<file path="src/gat_debug_pkg.sv">
package gat_debug_pkg;

  // watched stages, vector index order is spmm, dmvm, sm, aggr from the top
  localparam int NUM_STAGES = 4;
  localparam int STAGE_SPMM = 3;
  localparam int STAGE_SM   = 1;

  // sticky flags: vld/rdy pairs plus feature write seen and out-of-range write
  localparam int FLAG_W = 2 * NUM_STAGES + 2;

  localparam int SPPE_LANES   = 16;
  localparam int SPPE_W       = 12;
  localparam int CAPTURE_LANE = 2;

  localparam int WH_ADDR_W   = 14;
  localparam int FEAT_ADDR_W = 16;

  localparam logic [FEAT_ADDR_W-1:0] FEAT_ADDR_LIMIT = 16'd43328;
  localparam logic [WH_ADDR_W-1:0]   CAPTURE_ADDR_A  = 14'd10;
  localparam logic [WH_ADDR_W-1:0]   CAPTURE_ADDR_B  = 14'd20;

  localparam int DEBUG_W = 32;

  // trace entry is {slot, stamp, sample}
  localparam int TRACE_W   = 32;
  localparam int STAMP_W   = 19;
  localparam int STAMP_LSB = SPPE_W;
  localparam int SLOT_BIT  = TRACE_W - 1;

  localparam int TRACE_DEPTH  = 8;
  localparam int TRACE_PTR_W  = $clog2(TRACE_DEPTH);
  localparam int TRACE_CNT_W  = 4;
  localparam logic [TRACE_CNT_W-1:0] TRACE_FULL_CNT = TRACE_CNT_W'(TRACE_DEPTH);

endpackage

</file>
<file path="src/debug_readout.sv">
`timescale 1ns/100ps

module debug_readout (
  input  logic                                  clk,
  input  logic                                  rst_n,
  input  logic                                  pop_i,
  input  logic [gat_debug_pkg::FLAG_W-1:0]      flags_i,
  input  logic [gat_debug_pkg::TRACE_CNT_W-1:0] count_i,
  input  logic                                  overflow_i,
  input  logic [gat_debug_pkg::TRACE_W-1:0]     head_i,
  output logic                                  trace_pop_o,
  output logic [gat_debug_pkg::DEBUG_W-1:0]     status_o,
  output logic [gat_debug_pkg::DEBUG_W-1:0]     trace_word_o,
  output logic                                  empty_o
);

  logic                                  empty;
  logic                                  accept;
  logic                                  trace_pop_q;
  logic [gat_debug_pkg::DEBUG_W-1:0]     trace_word_q;

  assign empty = (count_i == '0);

  // skip the cycle after an accepted pop, the queue count is still stale then
  assign accept = pop_i && !empty && !trace_pop_q;

  always_ff @(posedge clk or negedge rst_n) begin
    if (!rst_n) begin
      trace_pop_q <= 1'b0;
    end else begin
      trace_pop_q <= accept;
    end
  end

  // head is captured now and removed from the queue one edge later
  always_ff @(posedge clk or negedge rst_n) begin
    if (!rst_n) begin
      trace_word_q <= '0;
    end else if (accept) begin
      trace_word_q <= head_i;
    end
  end

  // status word: flags, overflow, fill count, rest zero
  assign status_o = {
    {(gat_debug_pkg::DEBUG_W - gat_debug_pkg::FLAG_W - 1 - gat_debug_pkg::TRACE_CNT_W){1'b0}},
    count_i,
    overflow_i,
    flags_i
  };

  assign trace_pop_o  = trace_pop_q;
  assign trace_word_o = trace_word_q;
  assign empty_o      = empty;

endmodule

</file>
<file path="src/gat_debug_top.sv">
`timescale 1ns/100ps

module gat_debug_top (
  input  logic                                  clk,
  input  logic                                  rst_n,
  input  logic [gat_debug_pkg::NUM_STAGES-1:0]  stage_vld_i,
  input  logic [gat_debug_pkg::NUM_STAGES-1:0]  stage_rdy_i,
  input  logic                                  feat_ena_i,
  input  logic [gat_debug_pkg::FEAT_ADDR_W-1:0] feat_addr_i,
  input  logic [gat_debug_pkg::WH_ADDR_W-1:0]   wh_addr_i,
  input  logic [gat_debug_pkg::SPPE_LANES-1:0]
               [gat_debug_pkg::SPPE_W-1:0]      sppe_i,
  input  logic                                  clear_i,
  input  logic                                  pop_i,
  output logic [gat_debug_pkg::DEBUG_W-1:0]     debug_1_o,
  output logic [gat_debug_pkg::DEBUG_W-1:0]     debug_2_o,
  output logic [gat_debug_pkg::DEBUG_W-1:0]     debug_3_o,
  output logic                                  trace_empty_o
);

  logic [gat_debug_pkg::FLAG_W-1:0]      flags;
  logic                                  trace_push;
  logic [gat_debug_pkg::TRACE_W-1:0]     trace_entry;
  logic [gat_debug_pkg::TRACE_W-1:0]     trace_head;
  logic [gat_debug_pkg::TRACE_CNT_W-1:0] trace_count;
  logic                                  trace_overflow;
  logic                                  trace_pop;

  stage_flag_monitor monitor_i (
    .clk           (clk),
    .rst_n         (rst_n),
    .clear_i       (clear_i),
    .stage_vld_i   (stage_vld_i),
    .stage_rdy_i   (stage_rdy_i),
    .feat_ena_i    (feat_ena_i),
    .feat_addr_i   (feat_addr_i),
    .wh_addr_i     (wh_addr_i),
    .sppe_i        (sppe_i),
    .flags_o       (flags),
    .sm_count_o    (debug_2_o),
    .trace_push_o  (trace_push),
    .trace_entry_o (trace_entry)
  );

  trace_fifo fifo_i (
    .clk        (clk),
    .rst_n      (rst_n),
    .push_i     (trace_push),
    .entry_i    (trace_entry),
    .pop_i      (trace_pop),
    .head_o     (trace_head),
    .count_o    (trace_count),
    .overflow_o (trace_overflow)
  );

  debug_readout readout_i (
    .clk          (clk),
    .rst_n        (rst_n),
    .pop_i        (pop_i),
    .flags_i      (flags),
    .count_i      (trace_count),
    .overflow_i   (trace_overflow),
    .head_i       (trace_head),
    .trace_pop_o  (trace_pop),
    .status_o     (debug_1_o),
    .trace_word_o (debug_3_o),
    .empty_o      (trace_empty_o)
  );

endmodule

</file>
<file path="src/stage_flag_monitor.sv">
`timescale 1ns/100ps

module stage_flag_monitor (
  input  logic                                      clk,
  input  logic                                      rst_n,
  input  logic                                      clear_i,
  input  logic [gat_debug_pkg::NUM_STAGES-1:0]      stage_vld_i,
  input  logic [gat_debug_pkg::NUM_STAGES-1:0]      stage_rdy_i,
  input  logic                                      feat_ena_i,
  input  logic [gat_debug_pkg::FEAT_ADDR_W-1:0]     feat_addr_i,
  input  logic [gat_debug_pkg::WH_ADDR_W-1:0]       wh_addr_i,
  input  logic [gat_debug_pkg::SPPE_LANES-1:0]
               [gat_debug_pkg::SPPE_W-1:0]          sppe_i,
  output logic [gat_debug_pkg::FLAG_W-1:0]          flags_o,
  output logic [gat_debug_pkg::DEBUG_W-1:0]         sm_count_o,
  output logic                                      trace_push_o,
  output logic [gat_debug_pkg::TRACE_W-1:0]         trace_entry_o
);

  logic [2*gat_debug_pkg::NUM_STAGES-1:0] stage_hit;
  logic [gat_debug_pkg::FLAG_W-1:0]       flag_hit;
  logic [gat_debug_pkg::FLAG_W-1:0]       flag_q;

  logic                                   feat_oor;
  logic                                   sm_vld;
  logic [gat_debug_pkg::DEBUG_W-1:0]      sm_inc;
  logic [gat_debug_pkg::DEBUG_W-1:0]      sm_count_q;

  logic                                   spmm_rdy;
  logic                                   hit_a;
  logic                                   hit_b;
  logic                                   capture;
  logic [gat_debug_pkg::SPPE_W-1:0]       sample;
  logic                                   trace_push_q;
  logic [gat_debug_pkg::TRACE_W-1:0]      trace_entry_q;

  // interleave strobes so each stage owns a vld/rdy pair, spmm on top
  always_comb begin
    for (int s = 0; s < gat_debug_pkg::NUM_STAGES; s++) begin
      stage_hit[2*s+1] = stage_vld_i[s];
      stage_hit[2*s]   = stage_rdy_i[s];
    end
  end

  assign feat_oor = feat_ena_i && (feat_addr_i >= gat_debug_pkg::FEAT_ADDR_LIMIT);
  assign flag_hit = {feat_oor, feat_ena_i, stage_hit};

  // or-hold flags; a strobe in the clear cycle still lands
  always_ff @(posedge clk or negedge rst_n) begin
    if (!rst_n) begin
      flag_q <= '0;
    end else if (clear_i) begin
      flag_q <= flag_hit;
    end else begin
      flag_q <= flag_q | flag_hit;
    end
  end

  // softmax event counter, wraps at 2^32
  assign sm_vld = stage_vld_i[gat_debug_pkg::STAGE_SM];
  assign sm_inc = {{(gat_debug_pkg::DEBUG_W-1){1'b0}}, sm_vld};

  always_ff @(posedge clk or negedge rst_n) begin
    if (!rst_n) begin
      sm_count_q <= '0;
    end else if (clear_i) begin
      sm_count_q <= sm_inc;
    end else begin
      sm_count_q <= sm_count_q + sm_inc;
    end
  end

  // lane capture on a trigger address while spmm is ready
  assign spmm_rdy = stage_rdy_i[gat_debug_pkg::STAGE_SPMM];
  assign hit_a    = (wh_addr_i == gat_debug_pkg::CAPTURE_ADDR_A);
  assign hit_b    = (wh_addr_i == gat_debug_pkg::CAPTURE_ADDR_B);
  assign capture  = spmm_rdy && (hit_a || hit_b);
  assign sample   = sppe_i[gat_debug_pkg::CAPTURE_LANE];

  always_ff @(posedge clk or negedge rst_n) begin
    if (!rst_n) begin
      trace_push_q <= 1'b0;
    end else begin
      trace_push_q <= capture;
    end
  end

  // stamp is the count before this cycle's increment
  always_ff @(posedge clk) begin
    if (capture) begin
      trace_entry_q[gat_debug_pkg::SLOT_BIT] <= hit_b;
      trace_entry_q[gat_debug_pkg::SLOT_BIT-1:gat_debug_pkg::STAMP_LSB] <=
        sm_count_q[gat_debug_pkg::STAMP_W-1:0];
      trace_entry_q[gat_debug_pkg::STAMP_LSB-1:0] <= sample;
    end
  end

  assign flags_o       = flag_q;
  assign sm_count_o    = sm_count_q;
  assign trace_push_o  = trace_push_q;
  assign trace_entry_o = trace_entry_q;

endmodule

</file>
<file path="src/trace_fifo.sv">
`timescale 1ns/100ps

module trace_fifo (
  input  logic                                  clk,
  input  logic                                  rst_n,
  input  logic                                  push_i,
  input  logic [gat_debug_pkg::TRACE_W-1:0]     entry_i,
  input  logic                                  pop_i,
  output logic [gat_debug_pkg::TRACE_W-1:0]     head_o,
  output logic [gat_debug_pkg::TRACE_CNT_W-1:0] count_o,
  output logic                                  overflow_o
);

  logic [gat_debug_pkg::TRACE_W-1:0]     mem_q [gat_debug_pkg::TRACE_DEPTH];
  logic [gat_debug_pkg::TRACE_PTR_W-1:0] wr_ptr_q;
  logic [gat_debug_pkg::TRACE_PTR_W-1:0] rd_ptr_q;
  logic [gat_debug_pkg::TRACE_CNT_W-1:0] count_q;
  logic                                  overflow_q;

  logic full;
  logic empty;
  logic do_push;
  logic do_pop;

  assign full  = (count_q == gat_debug_pkg::TRACE_FULL_CNT);
  assign empty = (count_q == '0);

  // a full queue drops the entry even if a pop arrives in the same cycle
  assign do_push = push_i && !full;
  assign do_pop  = pop_i && !empty;

  always_ff @(posedge clk) begin
    if (do_push) begin
      mem_q[wr_ptr_q] <= entry_i;
    end
  end

  // depth is a power of two so the pointers wrap on their own
  always_ff @(posedge clk or negedge rst_n) begin
    if (!rst_n) begin
      wr_ptr_q <= '0;
      rd_ptr_q <= '0;
    end else begin
      if (do_push) begin
        wr_ptr_q <= wr_ptr_q + 1'b1;
      end
      if (do_pop) begin
        rd_ptr_q <= rd_ptr_q + 1'b1;
      end
    end
  end

  always_ff @(posedge clk or negedge rst_n) begin
    if (!rst_n) begin
      count_q <= '0;
    end else begin
      case ({do_push, do_pop})
        2'b10:   count_q <= count_q + 1'b1;
        2'b01:   count_q <= count_q - 1'b1;
        default: count_q <= count_q;
      endcase
    end
  end

  // sticky until reset
  always_ff @(posedge clk or negedge rst_n) begin
    if (!rst_n) begin
      overflow_q <= 1'b0;
    end else if (push_i && full) begin
      overflow_q <= 1'b1;
    end
  end

  assign head_o     = mem_q[rd_ptr_q];
  assign count_o    = count_q;
  assign overflow_o = overflow_q;

endmodule

</file>
<file path="config.mk">
export PLATFORM = sky130hd
export DESIGN_NAME = gat_debug_top
export DESIGN_NICKNAME = d
export VERILOG_FILES = /design/src/gat_debug_pkg.sv /design/src/debug_readout.sv /design/src/gat_debug_top.sv /design/src/stage_flag_monitor.sv /design/src/trace_fifo.sv
export SDC_FILE = /design/constraint.sdc
export NUM_CORES = 1
export LEC_CHECK = 0
export BUFFER_PORTS_ARGS = -buffer_cell sky130_fd_sc_hd__buf_2
export CAP_MARGIN = 20
export CORE_ASPECT_RATIO = 0.75
export CORE_UTILIZATION = 49
export DETAILED_ROUTE_END_ITERATION = 16
export GPL_ROUTABILITY_DRIVEN = 0
export GPL_TIMING_DRIVEN = 0
export HOLD_SLACK_MARGIN = 0.03
export PLACE_DENSITY = 0.83
export RECOVER_POWER = 25
export SLEW_MARGIN = 40
export SYNTH_ARGS = -nofsm -noshare
export SYNTH_HDL_FRONTEND = slang
export SYNTH_SLANG_ARGS = --single-unit
export TNS_END_PERCENT = 30
</file>
<file path="constraint.sdc">
create_clock -name clk -period 5 [get_ports clk]
set_clock_uncertainty 0.2 [all_clocks]
set_input_delay 1 -clock clk [delete_from_list [all_inputs] [get_ports clk]]
set_output_delay 1 -clock clk [all_outputs]
set_load 0.1 [all_outputs]
</file>
Word-level counts from Yosys, hierarchy flattened --
Memories as Yosys holds them, arrays and structs flattened. A register that Yosys moved wholly into a read port is not among the register bits. Cells that the tools add are included.
Word-level totals: bits in registers 87, bits in writable memories 256, bits of input ports 235, output and inout bits 97, logic and storage cells 41, memories kept 1
Memories:
- fifo_i.mem_q | words 8, bits a word 32, read ports 1, clocked after memory_dff 1, write ports 1, RTL line trace_fifo.sv:14 | logic [gat_debug_pkg::TRACE_W-1:0] mem_q [gat_debug_pkg::TRACE_DEPTH];
Cells by class: add/sub/neg operators 5, magnitude comparators 1, equality and inequality tests 5, muxes and demuxes 5, bitwise logic cells 1, reduce and logical (&&, ||, !) cells 14
Operators by type and width (number):
- 32-bit by 1-bit adder with 32-bit output | 1
- 32-bit 2-to-1 mux | 1
- 16-bit greater-or-equal comparator (second input constant) | 1
- 14-bit by 4-bit == test with 1-bit output (second input constant) | 1
- 14-bit by 5-bit == test with 1-bit output (second input constant) | 1
- 10-bit 2-to-1 mux | 1
- 10-bit bitwise OR | 1
- 4-bit one-hot mux with 2 select lines | 1
- 1-bit logical AND | 7
- 3-bit by 1-bit adder with 3-bit output (second input constant) | 2
- 4-bit by 1-bit adder with 4-bit output (second input constant) | 1
- 4-bit == test (second input constant) | 1
- 1-bit zero test | 4
- 4-bit zero test | 1
- 4-bit by 1-bit subtractor with 4-bit output (second input constant) | 1
- 2-bit by 1-bit == test with 1-bit output (second input constant) | 1
- 2-bit == test (second input constant) | 1
- 1-bit 2-to-1 mux | 2
- 2-bit nonzero test | 1
- 1-bit logical OR | 1

Depth between registers and ports, before layout --
Gate-level depths: netlist (run 1).
depth after elaboration 5, gate-level depth with buffers 11, mapped depth without buffers 10

By module --
From an unflattened synthesis (run 1), not the netlist that was laid out.
Unflattened totals: cells, all modules 774, area, all modules 14961.8 um2
Modules (own cells, without submodules):
- trace_fifo | times used 1, cells an instance 431, area each 10313.6 um2, sequential area each 7962.6 um2
- stage_flag_monitor | times used 1, cells an instance 240, area each 3035.4 um2, sequential area each 2037.0 um2
- debug_readout | times used 1, cells an instance 103, area each 1612.8 um2, sequential area each 825.8 um2

Least setup slack after synthesis (run 1) --
Ideal clock, no wire load.
path type flip-flop to flip-flop, start point register fifo_i.count_q, in the netlist fifo_i.count_o[1], end point register fifo_i.count_q, in the netlist fifo_i.count_o[2], library setup time 165 ps, arrival time 5798 ps, setup slack -1162 ps, stages on the path, launching flop included 11, path through dfrtp_1 > clkbuf_1 > nor4_1 > nor2b_1 > ha_1 > xor2_1 > ha_1 > a21oi_1 > xor2_1 > nor2_1 > xor2_1
Between the ends: longest elaborated chain between the ends 5, elaborated cells on any way between the ends 12
RTL lines:
- from (decl) | RTL line trace_fifo.sv:17 | logic [gat_debug_pkg::TRACE_CNT_W-1:0] count_q;
- from (signal assigned) | RTL line trace_fifo.sv:58 | 2'b10: count_q <= count_q + 1'b1;
- from (signal assigned) | RTL line trace_fifo.sv:59 | 2'b01: count_q <= count_q - 1'b1;
- from (signal assigned) | RTL line trace_fifo.sv:60 | default: count_q <= count_q;
- 4-bit zero test (*)
- named net trace_empty_o | RTL line gat_debug_top.sv:18 | output logic trace_empty_o
- 1-bit zero test (*) | RTL line trace_fifo.sv:30 | assign do_pop = pop_i && !empty;
- 1-bit logical AND (*) | RTL line trace_fifo.sv:30
- named net fifo_i.do_pop | RTL line trace_fifo.sv:23 | logic do_pop;
- 2-bit by 1-bit == test with 1-bit output / 2-bit == test (equally long branches) | RTL line trace_fifo.sv:57 | case ({do_push, do_pop})
- 4-bit one-hot mux with 2 select lines / 2-bit nonzero test (equally long branches)
Mark *: on every way through the listed nets, which the timed path passes. The rest lies on a longest branch. A chain may end at the register's enable or synchronous reset.

Worst setup path after layout (run 1) --
start point register fifo_i.count_q, in the netlist fifo_i.count_o[1], end point memory fifo_i.mem_q[0][0] in the netlist's numbering, enable pin
Between the ends: longest elaborated chain between the ends 5
RTL lines:
- 4-bit == test | RTL line trace_fifo.sv:25 | assign full = (count_q == gat_debug_pkg::TRACE_FULL_CNT);
- 1-bit zero test | RTL line trace_fifo.sv:29 | assign do_push = push_i && !full;
- 1-bit logical AND | RTL line trace_fifo.sv:29
- 1-bit 2-to-1 mux | RTL line trace_fifo.sv:33 | if (do_push) begin
- 1-bit 2-to-1 mux (not written as such) | RTL line trace_fifo.sv:34 | mem_q[wr_ptr_q] <= entry_i;
- to (decl) | RTL line trace_fifo.sv:14
No other way between the ends.

==> results of run 1 <==
-- layout make-up --
class,instances,area (um^2)
fill,2117,11840
inverter,5,18.77
buffer,54,284.0
clock inverter,13,97.59
sequential,375,10830
timing repair buffer,175,1036
multi-input combinational,386,3545
tap,392,490.5
clock buffer,50,984.7
-- placed cells by master (no fill, tap or decap), types with 3 or more instances in the layout --
cell type and count:
a21o_1 9, a21oi_1 46, and3_1 5, buf_1 7, buf_16 4, buf_2 152, buf_4 43, clkbuf_1 32
clkbuf_16 37, clkinv_1 5, clkinv_2 4, conb_1 17, dfrtp_1 87, edfxtp_1 288, ha_1 7, inv_1 4
mux2_2 12, mux2i_1 32, mux4_2 64, nand2_1 16, nand3_1 16, nand4_1 8, nor2_1 55, nor2b_1 12
nor3_1 7, nor3_2 3, nor4_1 7, o21ai_0 8, o31ai_1 8, or4_1 10, xnor2_1 8, xor2_1 12
-- critical path, stage by stage, from the launching register on --
cell and delay, ns:
dfrtp_1 0.34, clkbuf_1 0.31, nor3_1 0.11, a21boi_1 0.46, inv_1 0.27, nor4_2 0.46
buf_2 0.27, buf_2 0.19, buf_2 0.23, buf_2 0.20
-- through the flow --
stage               setup WS (ns)  area, um^2
finish                      1.663       17280
global route                1.474       17280
CTS                         1.688       17290
detailed placement          1.679       16210
global placement           -3.021       15740
floorplan                 -0.6508       14610
-- cell families (layout without fill, tap and decap cells) --
family,Yosys count,in the layout,synth area share [%]
AO/OA/AOI/OAI,74,74,2.909
XOR/XNOR,20,20,1.205
adder cells (fa/ha/maj),7,7,0.6024
buffers and inverters,59,297,2.040
flip-flops,375,375,74.46
multiplexers,108,108,13.05
other,1,17,0.02579
AND/OR/NAND/NOR,160,160,5.714
-- worst paths after layout --
kind | endpoint | slack, ns | cells past startpoint
max in group asynchronous | monitor_i.flags_o[9] | 3.02 | 2
min in group asynchronous | readout_i.trace_pop_o | 0.58 | 1
worst min register to register | monitor_i.flags_o[6] | 0.27 | 1
worst max register to register | fifo_i.mem_q[0][0] | 1.66 | 9
worst max-delay path | fifo_i.mem_q[0][0] | 1.66 | 9
worst min-delay path | monitor_i.flags_o[6] | 0.27 | 1
-- layer usage --
layer / GRT usage, % / vias up / wire (um)
li1: - / 3581 / -
met1: 29.41 / 4129 / 13450
met2: 35.73 / 358 / 15430
met3: 4.841 / 57 / 2537
met4: 6.603 / 0 / 767
met5: 0 / - / 0
-- power breakdown --
part / total, mW / internal (mW) / switching, mW
registers: 3.36 / 3.34 / 0.0156
logic: 0.333 / 0.0559 / 0.277
clock network: 2.54 / 1.43 / 1.11
-- flip-flops by register name, indices dropped and copies added (netlist names) --
register,count
fifo_i.count_o,4
fifo_i.mem_q,256
readout_i.trace_word_o,32
monitor_i.sm_count_o,32
fifo_i.rd_ptr_q,3
readout_i.trace_pop_o,1
fifo_i.wr_ptr_q,3
fifo_i.overflow_o,1
monitor_i.flags_o,10
monitor_i.trace_entry_o,32
monitor_i.trace_push_o,1
==> flow_metrics.env, run 1 <==
export IMPL_status="finished, final reports clean"
export IMPL_grt_util_all_layers_pct=21.76
export IMPL_crit_fanout=8
export IMPL_dpl_cell_count=1387
export IMPL_drt_total_wl_um=32180
export IMPL_critPathLaunchType="flop"
export IMPL_port_buffers=128
export IMPL_syn_avg_cell_area_um2=18.08
export IMPL_hold_path_class="flop to flop"
export IMPL_rows=54
export IMPL_maxCapViolCount=0
export IMPL_crit_type="flop to flop"
export IMPL_post_route_util_pct=59.35
export IMPL_grt_overflow=0
export IMPL_yosysTopAreaCellShare_pct=59.48
export IMPL_dp_hpwl_um=21950
export IMPL_p_leak_nw=6.349
export IMPL_cts_buffer_depth=3
export IMPL_drive_gt1_share_pct=32.33
export IMPL_worst_pin_slew_ns=1.341
export IMPL_via_count=8125
export IMPL_powerDensity_nw_per_um2=360.8
export IMPL_grt_start_max_net_pins=67
export IMPL_arrival_ns=3.36
export IMPL_finalHoldViolCount=0
export IMPL_cts_htree_levels=2
export IMPL_slew_headroom_pct=10.61
export IMPL_crit_start="fifo_i.count_o[1]"
export IMPL_ios=332
export IMPL_synth_seq_cells=375
export IMPL_core_area_um2=29120
export IMPL_max_freq_mhz=299.7
export IMPL_ant_nets=0
export IMPL_antenna_found_initial=0
export IMPL_p_total_mw=6.235
export IMPL_rsz0062_at_grt="false"
export IMPL_clock_latency_ns=0.51
export IMPL_cts_tree="done"
export IMPL_fp_dieW_um=200.9
export IMPL_die_area_um2=30370
export IMPL_hold_ws_ns=0.2745
export IMPL_end_kind="flop"
export IMPL_synth_distinct_cells=42
export IMPL_cts_hold_buf=0
export IMPL_diodes=0
export IMPL_reg2reg_from="fifo_i.count_o[1]"
export IMPL_grt_pass1_vias=8155
export IMPL_peakVddDrop_mv=0.2046
export IMPL_stdcell_count=1450
export IMPL_ys_warn_count=0
export IMPL_root_buffer="clkbuf_16"
export IMPL_crit_required_ns=5.02
export IMPL_post_cts_buffers=0
export IMPL_cts_resized=0
export IMPL_clk_pin_slew_ns=0.07
export IMPL_synth_most_common_cell="edfxtp_1"
export IMPL_seq_area_frac_synth_pct=74.46
export IMPL_fin_crit_ns=3.337
export IMPL_fin_setup_tns_ns=0
export IMPL_drt_iter0_markers=815
export IMPL_grt_first_pass_wirelength_um=48830
export IMPL_synth_edf_count=288
export IMPL_yosysTopAreaCell="edfxtp_1"
export IMPL_syn_to_final_growth_pct=18.86
export IMPL_drcViolationCount=0
export IMPL_synthesis_area_um2=14540
export IMPL_synth_ff_type="edfxtp_1"
export IMPL_dr_pass1_iters=7
export IMPL_fp_dieH_um=151.2
export IMPL_nets=1275
export IMPL_synth_commonest_cells="edfxtp_1, dfrtp_1, mux4_2, nor2_1, a21oi_1"
export IMPL_min_from="monitor_i.flags_o[6]"
export IMPL_clock_sinks=375
export IMPL_cts_buffers=36
export IMPL_ys_async_sr_fraction_pct=23.20
export IMPL_finalCritPeriodShare_pct=66.74
export IMPL_avgViaCountPerCell=5.603
export IMPL_wl_per_cell_um=22.19
export IMPL_syn_inst=804
export IMPL_drv_slew=0
export IMPL_yosys_top_cells_area="edfxtp_1, dfrtp_1, mux4_2"
export IMPL_start_util_pct=49.93
export IMPL_setup_violations=0
No activity file was read; power rests on OpenSTA's default activity.
==> run 2: changes to the inputs <==
- ABC_AREA: unset -> 1
- CORE_UTILIZATION: 49 -> 54
- PLACE_DENSITY: 0.83 -> 0.86
- clock period: 5 -> 3.3 ns (I/O delays scaled with it)
==> run 2 against run 1 <==
  * Sequential share of layout area is 2.9 points lower
  * Clock power is 73% higher
  * Combinational power increased by 32%
  * Via count increased by 36%
  * Register-to-register slack worse by 1.1 ns
  * Wire length rose by 20%
  * Clock-buffer cell count up 5
  * Synthesized cell count up 66%
  * Utilization is 6.9 points higher
  * Cell area rose by 4.8%
  * Setup slack lost 1.2 ns
==> flow_metrics.env, run 2 <==
export IMPL_yosys_top_cells_area="edfxtp_1, dfrtp_1, nor2_1"
export IMPL_cts_htree_levels=2
export IMPL_synth_seq_cells=375
export IMPL_powerDensity_nw_per_um2=547.3
export IMPL_wl_per_cell_um=20.20
export IMPL_clock_sinks=375
export IMPL_cts_buffers=36
export IMPL_drt_total_wl_um=38770
export IMPL_die_area_um2=28840
export IMPL_p_clk_share_pct=44.4
export IMPL_ant_nets=0
export IMPL_fp_dieW_um=195.8
export IMPL_clk_pin_slew_ns=0.06
export IMPL_grt_overflow=0
export IMPL_drv_slew=0
export IMPL_via_count=11050
export IMPL_reg2reg_from="fifo_i.count_o[0]"
export IMPL_port_buffers=128
export IMPL_arrival_ns=1.99
export IMPL_dp_hpwl_um=25820
export IMPL_drt_iter0_markers=1405
export IMPL_regMostFlops="fifo_i.mem_q"
export IMPL_drcViolationCount=0
export IMPL_final_cell_mix="nor2_1, edfxtp_1, nand2_1"
export IMPL_rrSetupSlack_ns=0.55
export IMPL_r2r_cells=12
export IMPL_setup_violations=0
export IMPL_yosysTopAreaCell="edfxtp_1"
export IMPL_crit_required_ns=2.44
export IMPL_reg2reg_to="fifo_i.count_o[2]"
export IMPL_hold_path_class="input port to flop"
export IMPL_avgViaCountPerCell=5.758
export IMPL_fin_setup_tns_ns=0
export IMPL_p_total_mw=9.913
export IMPL_nets=1782
export IMPL_antenna_found_initial=0
export IMPL_fill_cells=1924
export IMPL_min_from="sppe_i[33]"
export IMPL_ios=332
export IMPL_status="finished, final reports clean"
export IMPL_grt_util_all_layers_pct=27.10
export IMPL_synth_ff_type="edfxtp_1"
export IMPL_crit_type="flop to primary output"
export IMPL_largest_reg_flops=256
export IMPL_core_area_um2=27330
export IMPL_post_route_util_pct=66.28
export IMPL_cts_buffer_depth=3
export IMPL_fin_crit_ns=2.849
export IMPL_synth_distinct_cells=35
export IMPL_p_int_mw=7.799
export IMPL_cts_tree="done"
export IMPL_ys_warn_count=0
export IMPL_dr_pass1_iters=7
export IMPL_grt_first_pass_wirelength_um=58720
export IMPL_grt_pass1_vias=10610
export IMPL_max_freq_mhz=351.0
export IMPL_grt_start_max_net_pins=69
export IMPL_dpl_cell_count=1852
export IMPL_synth_commonest_cells="nor2_1, edfxtp_1, nand2_1, o21ai_0, dfrtp_1"
export IMPL_stdcell_count=1919
export IMPL_post_cts_buffers=0
export IMPL_rsz0062_at_grt="false"
export IMPL_syn_to_final_growth_pct=19.10
export IMPL_worst_pin_slew_ns=1.360
export IMPL_synthesis_area_um2=15210
export IMPL_maxCapViolCount=0
export IMPL_yosysTopAreaCellShare_pct=56.87
export IMPL_synth_edf_count=288
export IMPL_design_area_um2=18110
export IMPL_finalHoldViolCount=0
export IMPL_seq_area_frac_synth_pct=71.19
export IMPL_fp_dieH_um=147.3
export IMPL_drive_gt1_share_pct=16.84
export IMPL_min_path_cells=1
export IMPL_ys_async_sr_fraction_pct=23.20
export IMPL_root_buffer="clkbuf_16"
export IMPL_p_sw_mw=2.114
export IMPL_critPathLaunchType="flop"
export IMPL_pwr_share_seq_pct=51.2
export IMPL_final_common_cell="nor2_1"
export IMPL_diodes=0
export IMPL_peakVddDrop_mv=0.3819
export IMPL_start_util_pct=55.65
export IMPL_end_kind="primary output"
export IMPL_finalCritPeriodShare_pct=86.32
export IMPL_synth_most_common_cell="nor2_1"
export IMPL_clock_latency_ns=0.52
export IMPL_min_to="monitor_i.trace_entry_o[9]"
export IMPL_slew_headroom_pct=9.332
export IMPL_syn_inst=1338
export IMPL_placed_cell_area_um2=16850
export IMPL_comb_power_share_pct=4.4
export IMPL_p_leak_nw=7.179
export IMPL_syn_avg_cell_area_um2=11.37
export IMPL_crit_fanout=6
export IMPL_rows=52
export IMPL_switching_share_pct=21.33
==> run 2: cell types whose count changed in the layout (fill, tap and decap cells not counted), sizes merged, moves of 40 or more <==
cell   change
o21ai    +129
a21oi     -40
mux4      -64
nand2    +192
nand3     +67
nor2     +266
inv       +48
==> run 2: how the worst max path moves through the flow <==
stage	start	end	slack (ns)	depth (start not counted)
floorplan	fifo_i.count_o[2]	fifo_i.mem_q[0][0]	-0.42	5
global placement	wh_addr_i[3]	monitor_i.trace_entry_o[11]	-1.44	6
detailed placement	fifo_i.count_o[0]	fifo_i.count_o[2]	0.60	12
CTS	fifo_i.count_o[0]	trace_empty_o	0.44	4
global route	fifo_i.count_o[0]	trace_empty_o	0.35	4
finish	fifo_i.count_o[0]	trace_empty_o	0.45	4
==> run 2: kinds of logic (layout without fill, tap and decap cells) <==
kind of cell             count (synthesis)  in the layout  synth area share (%)
AO/OA/AOI/OAI                          185            185                 6.780
XOR/XNOR                                12             12                0.6911
adder cells (fa/ha/maj)                  7              7                0.5759
buffers and inverters                  130            344                 4.171
flip-flops                             375            375                 71.19
other                                    1             17               0.02466
AND/OR/NAND/NOR                        628            628                 16.57
==> run 2: area by class of cell <==
class / instances / area (um^2) / share of cell area, %
plain buffers: 77 / 435.4 / 2.404
clock buffers: 55 / 1045 / 5.769
clock inverters: 11 / 216.5 / 1.195
repair buffers: 148 / 1072 / 5.921
multi-input cells: 849 / 3879 / 21.42
inverters: 53 / 198.9 / 1.098
well taps: 351 / 439.2 / 2.425
flip-flops and latches: 375 / 10830 / 59.77
==> run 2: repair_timing <==
item | CTS | global route
gates resized for setup | 0 | 0
hold endpoints to repair | 19 | 0
hold buffers | 1 | 0
==> run 2: critical path, cell delays in order (launching register included) <==
cell	delay, ns
dfrtp_1	0.44
nor2_1	0.17
nand3_1	0.30
inv_1	0.13
buf_2	0.43
==> run 2: power by group through the flow <==
stage                     Clock [mW]  Sequential, mW  Combinational, mW
after floorplan                    0            5.37              0.141
after global placement             0            5.17              0.430
after detailed placement           0            5.17              0.441
after CTS                       4.42            5.08              0.443
after global routing            4.60            5.08              0.460
final                           4.40            5.07              0.438
==> run 2: metrics by stage <==
step / hold WS (ns) / worst slack, ns
after detailed placement: 0.2629 / 0.5998
after floorplan: 0.1644 / -0.4186
after global placement: 0.2543 / -1.436
final: 0.1083 / 0.4513
after global routing: 0.09524 / 0.3540
after CTS: 0.09554 / 0.4389
==> run 2: layer usage <==
metal	track usage [%]	part of all wire, %	vias up	routed length, um
met3	4.821	11	98	4334
met1	37.82	39	5295	15200
li1	-	-	4939	-
met2	43.00	47	718	18090
met5	0	0	-	0
met4	10.35	3.0	0	1144
==> run 3: changes to the inputs <==
- CORE_UTILIZATION: 54 -> 59
- PLACE_DENSITY: 0.86 -> 0.93
- clock period: 3.3 -> 3.41 ns (I/O delays scaled with it)
==> run 3 against run 2 <==
  * Sequential share of layout area is 0.60 points higher
  * Wire length is 3.0% higher
  * Cell area fell by 1.0%
  * Clock-buffer cell count decreased by 9
  * First-iteration DRC count grew 11%
  * Worst hold slack better by 0.0073 ns
  * Power down 6.9%
  * Non-clock buffer count is 2 lower
  * Via count is 2.4% higher
  * Critical endpoint unchanged
  * Largest cell class unchanged
==> flow_metrics.env, run 3 (same netlist as run 2, synthesis figures left out) <==
export IMPL_root_buffer="clkbuf_16"
export IMPL_cts_buffer_depth=3
export IMPL_critPathSlowestCell="dfrtp_1"
export IMPL_nets=1779
export IMPL_dp_hpwl_um=25990
export IMPL_clk_pin_slew_ns=0.07
export IMPL_drt_iter0_markers=1557
export IMPL_via_count=11320
export IMPL_ios=332
export IMPL_crit_type="flop to primary output"
export IMPL_dr_pass1_iters=7
export IMPL_final_cell_mix="nor2_1, edfxtp_1, nand2_1"
export IMPL_cts_tree="done"
export IMPL_critPathLaunchType="flop"
export IMPL_drcViolationCount=0
export IMPL_grt_start_max_net_pins=61
export IMPL_antenna_found_initial=0
export IMPL_regMostFlops="fifo_i.mem_q"
export IMPL_cts_buffers=35
export IMPL_finalHoldViolCount=0
export IMPL_crit_family="buffers and inverters"
export IMPL_wl_per_cell_um=21.00
export IMPL_die_area_um2=26430
export IMPL_grt_first_pass_wirelength_um=60250
export IMPL_fin_crit_ns=2.857
export IMPL_crit_buf_inv=2
export IMPL_rsz0062_at_grt="false"
export IMPL_finalCritPeriodShare_pct=83.80
export IMPL_final_common_cell="nor2_1"
export IMPL_setup_violations=0
export IMPL_post_cts_buffers=0
export IMPL_rows=50
export IMPL_ant_nets=0
export IMPL_fp_dieW_um=187.4
export IMPL_cts_htree_levels=2
export IMPL_start_util_pct=60.47
export IMPL_fin_setup_tns_ns=0
export IMPL_drive_gt1_share_pct=16.88
export IMPL_syn_to_final_growth_pct=17.90
export IMPL_grt_pass1_vias=11000
export IMPL_slew_headroom_pct=45.30
export IMPL_arrival_ns=1.98
export IMPL_design_area_um2=17930
export IMPL_clock_sinks=375
export IMPL_placed_cell_area_um2=16790
export IMPL_diodes=0
export IMPL_max_freq_mhz=350.0
export IMPL_worst_pin_slew_ns=0.8205
export IMPL_crit_required_ns=2.53
export IMPL_grt_overflow=0
export IMPL_status="finished, final reports clean"
export IMPL_grt_util_all_layers_pct=30.07
export IMPL_largest_reg_flops=256
export IMPL_slowest_delay_ns=0.44
export IMPL_peakVddDrop_mv=0.3396
export IMPL_avgViaCountPerCell=5.951
export IMPL_post_route_util_pct=71.29
export IMPL_clock_latency_ns=0.54
export IMPL_drv_slew=0
export IMPL_core_area_um2=25150
export IMPL_powerDensity_nw_per_um2=514.9
export IMPL_maxCapViolCount=0
export IMPL_crit_fanout=6
export IMPL_p_leak_nw=7.041
export IMPL_crit_chain="nor2_1 -> nand3_1 -> inv_1 -> buf_2"
export IMPL_fp_dieH_um=141.0
export IMPL_drt_total_wl_um=39940
export IMPL_end_kind="primary output"
export IMPL_port_buffers=128
export IMPL_hold_path_class="input port to flop"
run 3: cell type report:
| class | instances | area [um^2] |
|---|---|---|
| sequential | 375 | 10830 |
| fill | 1560 | 7219 |
| multi-input combinational | 849 | 3879 |
| timing repair buffer | 146 | 1041 |
| clock buffer | 46 | 938.4 |
| buffer | 77 | 435.4 |
| tap | 338 | 422.9 |
| inverter | 53 | 198.9 |
| clock inverter | 18 | 188.9 |
run 3: path summary, 6_finish.rpt:
check / startpoint / cells past startpoint / end / slack, ns
hold reg to reg: monitor_i.flags_o[6] / 2 / monitor_i.flags_o[6] / 0.28
max in group asynchronous: rst_n / 3 / readout_i.trace_word_o[11] / 1.99
setup reg to reg: fifo_i.count_o[0] / 12 / fifo_i.count_o[2] / 0.71
min in group asynchronous: rst_n / 2 / readout_i.trace_word_o[2] / 0.40
setup / recovery: fifo_i.count_o[0] / 4 / trace_empty_o / 0.55
hold / removal: sppe_i[26] / 1 / monitor_i.trace_entry_o[2] / 0.12
run 3: what timing repair did:
action	4_1_cts	5_1_grt
resized for setup	0	0
hold endpoints to repair	27	0
hold buffers	1	0
run 3: stage by stage:
step	worst slack [ns]	power [mW]	hold WS, ns	std cells
2_1_floorplan	-0.3086	5.329	0.1864	1354
3_3_place_gp	-1.303	5.422	0.2541	1820
3_5_place_dp	0.7952	5.434	0.2573	1837
4_1_cts	0.5422	9.235	0.1150	1902
5_1_grt	0.4832	9.422	0.1138	1902
6_report	0.5525	9.231	0.1155	1902
run 3: per-layer routing:
layer / part of all wire, % / track usage, % / routed length [um]
met3: 12 / 5.278 / 4727
met2: 47 / 49.05 / 18890
met1: 37 / 40.72 / 14950
met5: 0 / 0 / 0
met4: 3.5 / 12.15 / 1382
run 3: report_power, final:
group | internal (mW) | switching [mW]
Combinational | 0.0749 | 0.352
Sequential | 4.89 | 0.0181
Clock | 2.19 | 1.70
Total | 7.16 | 2.07
